==> src/hdl/fm_spy_pkg.sv <==
// spy buffer array package: sizes, fill word, operation enums and bus structs
package fm_spy_pkg;

   localparam int num_channels = 4;                   // monitored streams
   localparam int data_w       = 32;                  // monitor word and host data width
   localparam int addr_w       = 4;                   // 16 words per capture memory

   localparam logic [data_w-1:0] fill_pattern = 32'h0fa5fa50; // init sweep word

   // per-channel memory operation decoded by the controller
   typedef enum logic [1:0] {
      op_none  = 2'b00,                               // port idle, capture may run
      op_read  = 2'b01,                               // host read into read register
      op_write = 2'b10,                               // host write
      op_fill  = 2'b11                                // init sweep write
   } spy_op_e;

   typedef enum logic {
      init_idle  = 1'b0,                              // host owns the port
      init_sweep = 1'b1                               // filling all memories
   } init_state_e;

   // monitor word with strobe, also used for passthrough
   typedef struct packed {
      logic [data_w-1:0] data;
      logic              vld;
   } mon_word_t;

   // host request levels for one channel
   typedef struct packed {
      logic              enable;                      // read strobe
      logic              wr_enable;                   // write strobe, wins over enable
      logic [addr_w-1:0] address;
      logic [data_w-1:0] wr_data;
   } spy_req_t;

   // host response for one channel
   typedef struct packed {
      logic [data_w-1:0] rd_data;                     // zero unless valid
      logic              rd_data_valid;
   } spy_rsp_t;

   // decoded memory access handed to one buffer
   typedef struct packed {
      spy_op_e           op;
      logic [addr_w-1:0] addr;
      logic [data_w-1:0] wr_data;
   } spy_access_t;

endpackage

==> src/hdl/fm_spy_ctrl.sv <==
// spy controller: runs the init fill sweep and decodes host levels into memory operations
`timescale 1ns/1ns

module fm_spy_ctrl (
   input  logic                                                  spy_clock,
   input  logic                                                  axi_reset_n,
   input  logic                                                  init_spy_mem_i,
   input  fm_spy_pkg::spy_req_t    [fm_spy_pkg::num_channels-1:0] host_req_i,
   output fm_spy_pkg::spy_access_t [fm_spy_pkg::num_channels-1:0] access_o
);

   fm_spy_pkg::init_state_e       init_state;         // registered init request
   logic [fm_spy_pkg::addr_w-1:0] sweep_addr;         // fill address, walks upward

   // host levels to op, write has priority over read
   function automatic fm_spy_pkg::spy_op_e decode_op(input fm_spy_pkg::spy_req_t req);
      fm_spy_pkg::spy_op_e op;
      if (req.wr_enable)
      begin
         op = fm_spy_pkg::op_write;
      end
      else if (req.enable)
      begin
         op = fm_spy_pkg::op_read;
      end
      else
      begin
         op = fm_spy_pkg::op_none;
      end
      return op;
   endfunction

   always_ff @(posedge spy_clock)
   begin
      if (!axi_reset_n)
      begin
         init_state <= fm_spy_pkg::init_sweep;         // sweep held through reset
      end
      else if (init_spy_mem_i)
      begin
         init_state <= fm_spy_pkg::init_sweep;
      end
      else
      begin
         init_state <= fm_spy_pkg::init_idle;
      end
   end

   always_ff @(posedge spy_clock)
   begin
      if (!axi_reset_n)
      begin
         sweep_addr <= '0;
      end
      else if (init_state == fm_spy_pkg::init_sweep)
      begin
         sweep_addr <= sweep_addr + 1'b1;             // wraps at 16 on its own
      end
      else
      begin
         sweep_addr <= '0;                            // next sweep starts at 0
      end
   end

   // zero-cycle path from request to access
   always_comb
   begin
      for (int ch = 0; ch < fm_spy_pkg::num_channels; ch++)
      begin
         if (init_state == fm_spy_pkg::init_sweep)
         begin
            access_o[ch].op      = fm_spy_pkg::op_fill;   // host ignored while sweeping
            access_o[ch].addr    = sweep_addr;
            access_o[ch].wr_data = fm_spy_pkg::fill_pattern;
         end
         else
         begin
            access_o[ch].op      = decode_op(host_req_i[ch]);
            access_o[ch].addr    = host_req_i[ch].address;
            access_o[ch].wr_data = host_req_i[ch].wr_data;
         end
      end
   end

endmodule

==> src/hdl/fm_spy_buffer.sv <==
// spy buffer channel: circular capture memory with freeze, host port and passthrough
`timescale 1ns/1ns

module fm_spy_buffer (
   input  logic                            spy_clock,
   input  logic                            axi_reset_n,
   input  fm_spy_pkg::mon_word_t           mon_i,
   input  logic                            freeze_i,
   input  fm_spy_pkg::spy_access_t         access_i,
   output logic [fm_spy_pkg::data_w-1:0]   rd_word_o,
   output fm_spy_pkg::mon_word_t           pass_o
);

   logic [fm_spy_pkg::data_w-1:0] spy_mem [2**fm_spy_pkg::addr_w]; // capture memory
   logic [fm_spy_pkg::addr_w-1:0] cap_ptr;            // next capture address
   logic                          host_wr;            // write or fill owns the port
   logic                          cap_en;             // capture this cycle
   logic [fm_spy_pkg::data_w-1:0] pass_data;          // passthrough payload
   logic                          pass_vld;           // passthrough strobe

   assign host_wr = (access_i.op == fm_spy_pkg::op_write) ||
                    (access_i.op == fm_spy_pkg::op_fill);

   // sample dropped when host or sweep takes the port
   assign cap_en = mon_i.vld && !freeze_i && !host_wr;

   always_ff @(posedge spy_clock)
   begin
      if (!axi_reset_n)
      begin
         cap_ptr <= '0;
      end
      else if (cap_en)
      begin
         cap_ptr <= cap_ptr + 1'b1;                   // circular, wraps at 16
      end
   end

   // single write port, host side first
   always_ff @(posedge spy_clock)
   begin
      if (host_wr)
      begin
         spy_mem[access_i.addr] <= access_i.wr_data;
      end
      else if (cap_en)
      begin
         spy_mem[cap_ptr] <= mon_i.data;
      end
   end

   // host read, one cycle
   always_ff @(posedge spy_clock)
   begin
      if (access_i.op == fm_spy_pkg::op_read)
      begin
         rd_word_o <= spy_mem[access_i.addr];         // old word if capture hits same addr
      end
   end

   always_ff @(posedge spy_clock)
   begin
      if (!axi_reset_n)
      begin
         pass_vld <= 1'b0;
      end
      else
      begin
         pass_vld <= mon_i.vld;                       // forwarded frozen or not
      end
   end

   always_ff @(posedge spy_clock)
   begin
      pass_data <= mon_i.data;
   end

   assign pass_o = '{data: pass_data, vld: pass_vld};

endmodule

==> src/hdl/fm_spy_readback.sv <==
// spy readback: registers read valids and zero-gates the host responses
`timescale 1ns/1ns

module fm_spy_readback (
   input  logic                                                   spy_clock,
   input  logic                                                   axi_reset_n,
   input  fm_spy_pkg::spy_op_e [fm_spy_pkg::num_channels-1:0]     op_i,
   input  logic [fm_spy_pkg::num_channels-1:0][fm_spy_pkg::data_w-1:0] rd_word_i,
   output fm_spy_pkg::spy_rsp_t [fm_spy_pkg::num_channels-1:0]    host_rsp_o
);

   logic [fm_spy_pkg::num_channels-1:0] rd_vld;       // one per channel

   // valid lines up with the buffer read register
   always_ff @(posedge spy_clock)
   begin
      if (!axi_reset_n)
      begin
         rd_vld <= '0;
      end
      else
      begin
         for (int ch = 0; ch < fm_spy_pkg::num_channels; ch++)
         begin
            rd_vld[ch] <= (op_i[ch] == fm_spy_pkg::op_read);
         end
      end
   end

   always_comb
   begin
      for (int ch = 0; ch < fm_spy_pkg::num_channels; ch++)
      begin
         host_rsp_o[ch].rd_data_valid = rd_vld[ch];
         host_rsp_o[ch].rd_data       = rd_vld[ch] ? rd_word_i[ch] : '0; // stale word hidden
      end
   end

endmodule

==> src/hdl/fm_spy_top.sv <==
// spy buffer array top: controller, one capture buffer per channel and host readback
`timescale 1ns/1ns

module fm_spy_top (
   input  logic                                                  spy_clock,
   input  logic                                                  axi_reset_n,
   input  logic                                                  init_spy_mem_i,
   input  logic [fm_spy_pkg::num_channels-1:0]                   freeze_i,
   input  fm_spy_pkg::mon_word_t   [fm_spy_pkg::num_channels-1:0] mon_i,
   input  fm_spy_pkg::spy_req_t    [fm_spy_pkg::num_channels-1:0] host_req_i,
   output fm_spy_pkg::spy_rsp_t    [fm_spy_pkg::num_channels-1:0] host_rsp_o,
   output fm_spy_pkg::mon_word_t   [fm_spy_pkg::num_channels-1:0] pass_o
);

   fm_spy_pkg::spy_access_t [fm_spy_pkg::num_channels-1:0]    access;    // decoded ops
   fm_spy_pkg::spy_op_e     [fm_spy_pkg::num_channels-1:0]    access_op; // op field only
   logic [fm_spy_pkg::num_channels-1:0][fm_spy_pkg::data_w-1:0] rd_word; // read registers

   fm_spy_ctrl u_ctrl (
      .spy_clock      (spy_clock),
      .axi_reset_n    (axi_reset_n),
      .init_spy_mem_i (init_spy_mem_i),
      .host_req_i     (host_req_i),
      .access_o       (access)
   );

   for (genvar ch = 0; ch < fm_spy_pkg::num_channels; ch++)
   begin : g_buf
      assign access_op[ch] = access[ch].op;

      fm_spy_buffer u_buffer (
         .spy_clock   (spy_clock),
         .axi_reset_n (axi_reset_n),
         .mon_i       (mon_i[ch]),
         .freeze_i    (freeze_i[ch]),
         .access_i    (access[ch]),
         .rd_word_o   (rd_word[ch]),
         .pass_o      (pass_o[ch])
      );
   end

   fm_spy_readback u_readback (
      .spy_clock   (spy_clock),
      .axi_reset_n (axi_reset_n),
      .op_i        (access_op),
      .rd_word_i   (rd_word),
      .host_rsp_o  (host_rsp_o)
   );

endmodule

==> config.mk <==
export PLATFORM = sky130hd
export DESIGN_NAME = fm_spy_top
export DESIGN_NICKNAME = d
export VERILOG_FILES = /design/src/hdl/fm_spy_pkg.sv /design/src/hdl/fm_spy_ctrl.sv /design/src/hdl/fm_spy_buffer.sv /design/src/hdl/fm_spy_readback.sv /design/src/hdl/fm_spy_top.sv
export SDC_FILE = /design/constraint.sdc
export NUM_CORES = 2
export LEC_CHECK = 0
export BUFFER_PORTS_ARGS = -buffer_cell sky130_fd_sc_hd__buf_2
export CORE_ASPECT_RATIO = 1.4
export CORE_UTILIZATION = 50
export CTS_CLUSTER_SIZE = 12
export DETAILED_ROUTE_END_ITERATION = 7
export PLACE_DENSITY = 0.68
export SLEW_MARGIN = 5
export SYNTH_ARGS = -nofsm -noshare
export SYNTH_HDL_FRONTEND = slang
export SYNTH_SLANG_ARGS = --single-unit
==> constraint.sdc <==
create_clock -name spy_clock -period 6.5 [get_ports spy_clock]
set_input_delay 0.65 -clock spy_clock [delete_from_list [all_inputs] [get_ports spy_clock]]
set_output_delay 0.65 -clock spy_clock [all_outputs]
set_load 0.01 [all_outputs]
# Yosys cells after proc, flatten, opt, wreduce, memory -nomap -nowiden
# Memory sizes are Yosys's and may differ from the RTL's. A register that Yosys moved wholly into a read port is not among the register bits.
# Cells that the tools add are included.
# classes
n_eq_ne,12
reduce_logical,25
mux,49
add_sub_neg,5
# ops
op,n
two-way mux 32 bit,8
two-way mux 38 bit,4
OR reduction 32 bit,4
two-way mux 1 bit,29
adder 4 x 1 -> 4 bit (second input constant),5
== test 2 bit (second input constant),8
two-way mux 4 bit,4
== test 2 x 1 -> 1 bit (second input constant),4
logical AND 1 bit,8
logical NOT 1 bit,8
two-way mux 2 bit,4
logical OR 1 bit,4
AND reduction 2 bit,1
# word_totals
output_inout_bits,264
reg_bits,157
n_memories,4
ramBits,2048
in_bits,291
# memory_table
memory,words,width,rd,rd_clocked_by_memory_dff,write_ports,line,source
g_buf[0].u_buffer.spy_mem,16,32,1,1,1,fm_spy_buffer.sv:14,logic [fm_spy_pkg::data_w-1:0] spy_mem [2**fm_spy_pkg::addr_w];
g_buf[1].u_buffer.spy_mem,16,32,1,1,1,fm_spy_buffer.sv:14,
g_buf[2].u_buffer.spy_mem,16,32,1,1,1,fm_spy_buffer.sv:14,
g_buf[3].u_buffer.spy_mem,16,32,1,1,1,fm_spy_buffer.sv:14,

# Depth between registers and ports, before layout
# logic_depth
ltp_word,12
ltp_mapped,9

# Cells and area by module
# From an unflattened synthesis, not the netlist that was laid out.
# unflattened
cells_unflattened,4361
hier_area_um2,88618.7
# modules_own_cells
module,cells_each,n_inst,area_per_inst_um2,seq_area_each_um2
fm_spy_buffer,1001,4,21543.2,17076.4
fm_spy_ctrl,209,1,1310.0,100.1
fm_spy_readback,148,1,1136.1,80.1

# Worst setup path before layout
# No wires, ideal clock.
# synth_path
path_kind,input-to-reg
start,in host_req_i[150] (netlist name)
end,mem g_buf[3].u_buffer.spy_mem[0][0] (netlist name) (enable)
required_ps,6079
path_stages,6
arrival_ps,3283
setup_ps,421
setup_slack_ps,2796
cell_sequence,or4b_2 > clkbuf_1 > clkbuf_1 > nor4_1 > o21ai_0 > nor2_1
# synth_between
elab_chain_len,11
elab_cells_between_ends,15
# synth_rtl
item,line,source
from (decl),fm_spy_top.sv:10,"input fm_spy_pkg::spy_req_t [fm_spy_pkg::num_channels-1:0] host_req_i,"
two-way mux 2 bit *,fm_spy_ctrl.sv:18,if (req.wr_enable)
two-way mux 38 bit *,fm_spy_ctrl.sv:70,if (init_state == fm_spy_pkg::init_sweep)
"== test 2 bit, on equally long branches","fm_spy_buffer.sv:21, fm_spy_buffer.sv:22",
logical OR 1 bit *,fm_spy_buffer.sv:21,assign host_wr = (access_i.op == fm_spy_pkg::op_write) ||
logical NOT 1 bit,fm_spy_buffer.sv:25,assign cap_en = mon_i.vld && !freeze_i && !host_wr;
logical AND 1 bit,fm_spy_buffer.sv:25,
two-way mux 1 bit,fm_spy_buffer.sv:46,else if (cap_en)
two-way mux 1 bit,fm_spy_buffer.sv:42,if (host_wr)
two-way mux 1 bit (implied by the code),fm_spy_buffer.sv:48,spy_mem[cap_ptr] <= mon_i.data;
OR reduction 32 bit (no source line),--,
two-way mux 4 bit (no source line) / two-way mux 1 bit (equally long branches),--,
to (decl),fm_spy_buffer.sv:14,
# Every way passes the cells marked *; elsewhere a longest branch is shown, timed or not.

# Worst setup path after layout
# layout_path
start,reg u_ctrl.init_state
end,mem g_buf[2].u_buffer.spy_mem[0][4] (netlist name) (enable)
# layout_between
elab_chain_len,10
elab_cells_between_ends,14
# layout_rtl
item,line,source
from (decl),fm_spy_ctrl.sv:12,fm_spy_pkg::init_state_e init_state;
from (signal assigned),fm_spy_ctrl.sv:37,init_state <= fm_spy_pkg::init_sweep;
from (signal assigned),fm_spy_ctrl.sv:41,init_state <= fm_spy_pkg::init_sweep;
from (signal assigned),fm_spy_ctrl.sv:45,init_state <= fm_spy_pkg::init_idle;
two-way mux 38 bit *,fm_spy_ctrl.sv:70,
"== test 2 bit, on equally long branches","fm_spy_buffer.sv:21, fm_spy_buffer.sv:22",
logical OR 1 bit,fm_spy_buffer.sv:21,
logical NOT 1 bit,fm_spy_buffer.sv:25,
logical AND 1 bit,fm_spy_buffer.sv:25,
two-way mux 1 bit,fm_spy_buffer.sv:46,
two-way mux 1 bit,fm_spy_buffer.sv:42,
two-way mux 1 bit (implied by the code),fm_spy_buffer.sv:48,
OR reduction 32 bit (no source line),--,
two-way mux 4 bit (no source line) / two-way mux 1 bit (equally long branches),--,
to (decl),fm_spy_buffer.sv:14,
# Marks and branches as above.

==> tab_implementation.tex <==
\begin{tabular}{lr}
\hline
Metric & Value \\
\hline
\multicolumn{2}{l}{\textbf{Global route}} \\
\quad Number of antenna violations at the first check in global routing & 24 \\
\quad GRT Overall Usage & 23.9\% \\
\quad Via count of the first global-routing pass & 49200 \\
\quad Remaining global-route overflow & 0 \\
\quad Maximum number of pins on one net before global-route repair & 91 \\
\quad First-pass GRT wire length & 314000 um \\
\multicolumn{2}{l}{\textbf{STA}} \\
\quad Setup\_tns & 0 ps \\
\quad Unrepaired setup endpoints after global routing & no \\
\quad Clock skew after layout & 52.9 ps \\
\quad Max Fclk & 237 MHz \\
\quad Final-report hold violation count & 0 \\
\quad Final count of negative-setup-slack endpoints & 0 \\
\quad Fin. max-slew vios & 0 \\
\quad Share of the clock period used by the worst path after layout & 64.9\% \\
\quad Measured slew at the worst slew-check pin & 1290 ps \\
\quad Min setup slack post-route & 2280 ps \\
\quad Tightest slew margin relative to the limit & 14.0\% \\
\quad Post-layout min period & 4220 ps \\
\quad Worst-case hold slack & 86.1 ps \\
\multicolumn{2}{l}{\textbf{Routing}} \\
\quad Total wire length after detailed routing & 217000 um \\
\quad Detailed-route wire length per cell & 25.9 um \\
\quad Post-DRT Antenna Nets & 0 \\
\quad First-pass DRT Iterations & 5 \\
\quad Number of DRC markers after the initial detailed-route iteration & 4274 \\
\quad Routed vias/inst & 5.86 \\
\quad Count of vias placed by the detailed router & 49200 \\
\quad DRC violation count after routing & 0 \\
\multicolumn{2}{l}{\textbf{Logic synthesis}} \\
\quad Async set-reset flop share out of synthesis & 0\% \\
\quad Cell type contributing the most total cell area after synthesis & sky130\_fd\_sc\_hd\_\_edfxtp\_1 \\
\quad Adder-cell area share of the yosys netlist & 0.0702\% \\
\quad Portion of the post-synthesis area used by sequential elements & 76.9\% \\
\quad Post-synthesis cell count & 5129 \\
\quad Total of flip-flops plus latches after synthesis & 2333 \\
\quad Dominant synthesized flop cell & sky130\_fd\_sc\_hd\_\_edfxtp\_1 \\
\quad Area fraction in compound gates after synthesis & 4.96\% \\
\quad Proportion of synthesized area in mux cells & 11.7\% \\
\quad Count of synthesis-stage warnings from yosys & 0 \\
\quad Average cell area after synthesis & 17.4 um\^{}2 \\
\quad Area share of and/or/nand/nor cells after synthesis & 4.48\% \\
\quad Share of Yosys cell area claimed by the top area cell type & 73.4\% \\
\quad Post-Synth XOR/XNOR Area & 0.128\% \\
\quad Ranking of synthesized cells by area & sky130\_fd\_sc\_hd\_\_edfxtp\_1 73\%, sky130\_fd\_sc\_hd\_\_mux2i\_1 11\%, sky130\_fd\_sc\_hd\_\_dfxtp\_1 3.5\% \\
\quad Main combinational cell family by area after synthesis & multiplexers \\
\quad Number of enable flip-flop cells after synthesis & 2176 \\
\quad Synthesized netlist net count & 5425 \\
\quad Distinct cells, synth & 52 \\
\quad Post-synth design cell area & 89100 um\^{}2 \\
\multicolumn{2}{l}{\textbf{Power}} \\
\quad Maximum resistive drop on vdd & 0.282 mV \\
\quad Overall Power & 0.0311 W \\
\quad PwrDens & 302 nW/um\^{}2 \\
\quad Static Leak & 34.8 nW \\
\multicolumn{2}{l}{\textbf{Worst setup path}} \\
\quad Cells along the critical path & buf\_4, nor3b\_4, buf\_4, or2\_2, o21ai\_0, nor2\_4 \\
\quad Required arrival time at the worst endpoint & 6930 ps \\
\quad Worst path max stage delay & 1050 ps \\
\quad Type of the worst setup path & flip-flop to flip-flop \\
\quad Top cell by count, worst path & sky130\_fd\_sc\_hd\_\_buf\_4 \\
\quad Category of the worst setup path launch point & flip-flop \\
\quad Data arrival at the endpoint of the critical path & 4650 ps \\
\quad Crit. End Element & flip-flop \\
\quad Worst Path Buf+Inv & 2 \\
\quad Crit-path leading delay family & simple AND/OR/NAND/NOR gates \\
\quad Maximum fanout count along the critical path & 32 \\
\quad Cell at the slowest stage of the critical path & sky130\_fd\_sc\_hd\_\_nor2\_4 \\
\multicolumn{2}{l}{\textbf{Floorplanning}} \\
\quad Height of the die & 501 um \\
\quad Horiz. Die Dim & 359 um \\
\quad Core region area & 176000 um\^{}2 \\
\quad Total Die Area & 180000 um\^{}2 \\
\quad Total number of placement rows & 182 \\
\quad Boundary pin count & 555 \\
\quad Effective utilization at floorplan & 50.5\% \\
\multicolumn{2}{l}{\textbf{Clocking}} \\
\quad Number of cells upsized or downsized after cts & 0 \\
\quad Num CTS Buffers & 218 \\
\quad Clock-pin slew on the worst setup and hold paths & 60 ps \\
\quad CTS tree & done \\
\quad Clock latency of the later-clocked register in the worst-skew pair & 860 ps \\
\quad Sinks on the clock net & 2333 \\
\quad Number of H-tree levels & 4 \\
\quad Maximum clock insertion buffer count & 3 \\
\quad Clock Tree Root & sky130\_fd\_sc\_hd\_\_clkbuf\_16 \\
\multicolumn{2}{l}{\textbf{Placement}} \\
\quad Worst slack at placement & 2190 ps \\
\quad Placer's final routability congestion estimate & 0.811 \\
\quad Detailed Place HPWL & 125000 um \\
\quad Total of buffers placed on input and output ports & 554 \\
\multicolumn{2}{l}{\textbf{Finish}} \\
\quad Layout Nets & 6210 \\
\quad Fillers & 13100 \\
\quad Layout cells sized above 1 & 18.3\% \\
\quad Total area of sequential cells & 68500 um\^{}2 \\
\quad Highest-count cells in the layout ignoring fill and taps & 2176 x sky130\_fd\_sc\_hd\_\_edfxtp\_1, 1011 x sky130\_fd\_sc\_hd\_\_mux2i\_1, 554 x sky130\_fd\_sc\_hd\_\_buf\_2 \\
\quad Synth-to-layout area growth & 15.8\% \\
\quad Multi-input combinational cell area & 19900 um\^{}2 \\
\quad Commonest non-fill, non-tap cell in the layout & sky130\_fd\_sc\_hd\_\_edfxtp\_1 \\
\quad Share of the core filled with cells & 58.5\% \\
\multicolumn{2}{l}{\textbf{Min path}} \\
\quad Worst min-delay path category & input pin to flip-flop \\
\multicolumn{2}{l}{\textbf{Flow run}} \\
\quad Number of violations of the max-capacitance limit & 0 \\
\multicolumn{2}{l}{\textbf{Run status}} \\
\quad Run status & completed \\
\hline
\end{tabular}
## metal layers
metal / global-route usage, % / wire, um / vias to the layer above
li1: - / - / 21900
met1: 30.8 / 86100 / 25000
met2: 40.8 / 109000 / 1912
met3: 4.41 / 15700 / 431
met4: 7.33 / 5880 / 24
met5: 0 / 162 / -
## area by class of cell
class | instances | area share [%]
Antenna cell | 7 | 0.0170
Clock buffer | 371 | 5.90
Clock inverter | 26 | 0.382
Inverter | 9 | 0.0328
Multi-Input combinational cell | 2502 | 19.3
Sequential cell | 2333 | 66.4
Tap cell | 2300 | 2.79
Timing Repair Buffer | 850 | 5.16
## sequential cells by signal (all words and copies together) (netlist names)
register	cells
u_readback.rd_vld	4
u_ctrl.init_state	1
g_buf.u_buffer.rd_word_o	128
g_buf.u_buffer.cap_ptr	16
g_buf.u_buffer.pass_data	128
g_buf.u_buffer.spy_mem	2048
u_ctrl.sweep_addr	4
g_buf.u_buffer.pass_vld	4
## through the flow
stage	std cells	area, um^2
after global routing	8392	103000
after CTS	8391	103000
after floorplan	5129	89100
after detailed placement	7863	95300
after global placement	7863	95300
final	8398	103000
## worst register-to-register path, stage by stage (launching register included)
cell	delay, ps
sky130_fd_sc_hd__dfxtp_4	630
sky130_fd_sc_hd__buf_4	470
sky130_fd_sc_hd__nor3b_4	770
sky130_fd_sc_hd__buf_4	360
sky130_fd_sc_hd__or2_2	170
sky130_fd_sc_hd__o21ai_0	380
sky130_fd_sc_hd__nor2_4	1050
## cell usage after synthesis (all sizes together), types with 12 or more instances
library cell / count
nor3: 24
nor3b: 17
nand2: 229
clkbuf: 105
edfxtp: 2176
mux2i: 1012
dfxtp: 157
xnor2: 12
buf: 180
o21ai: 206
and2: 148
nor2: 72
or4: 125
nand2b: 49
o22ai: 502
nand3b: 16
## report_power, final
group / switching [W] / internal (W) / total (W)
Combinational: 0.00144 / 0.000847 / 0.00229
Sequential: 0.000101 / 0.0169 / 0.0170
Clock: 0.00538 / 0.00647 / 0.0118
Total: 0.00692 / 0.0242 / 0.0311
## path summary, 6_finish.rpt
| kind | slack [ps] | to | from | cells after the start |
|---|---|---|---|---|
| hold reg to reg | 550 | g_buf[2].u_buffer.cap_ptr[1] | g_buf[2].u_buffer.cap_ptr[1] | 2 |
| hold / removal | 90 | u_readback.rd_vld[0] | host_req_i[37] | 2 |
| setup / recovery | 2280 | g_buf[2].u_buffer.spy_mem[0][4] | u_ctrl.init_state | 6 |
| setup reg to reg | 2280 | g_buf[2].u_buffer.spy_mem[0][4] | u_ctrl.init_state | 6 |
## cells by family (layout without fill, tap and decap cells)
| family | count (synthesis) | in the layout |
|---|---|---|
| and+or+nand+nor | 721 | 721 |
| xor gates and xnor gates | 13 | 13 |
| DFF | 2333 | 2333 |
| AOI/OAI and AO/OA | 733 | 733 |
| other | 0 | 7 |
| buffers and inverters | 294 | 1256 |
| adders and majority gates | 5 | 5 |
| muxes | 1030 | 1030 |
## timing repair
item                                   CTS  global route
endpoints found under the hold margin  131             0
hold buffers                           131             0
buffers inserted                         0             0
setup endpoints to repair                0             0
(Power assumes the default switching activity.)
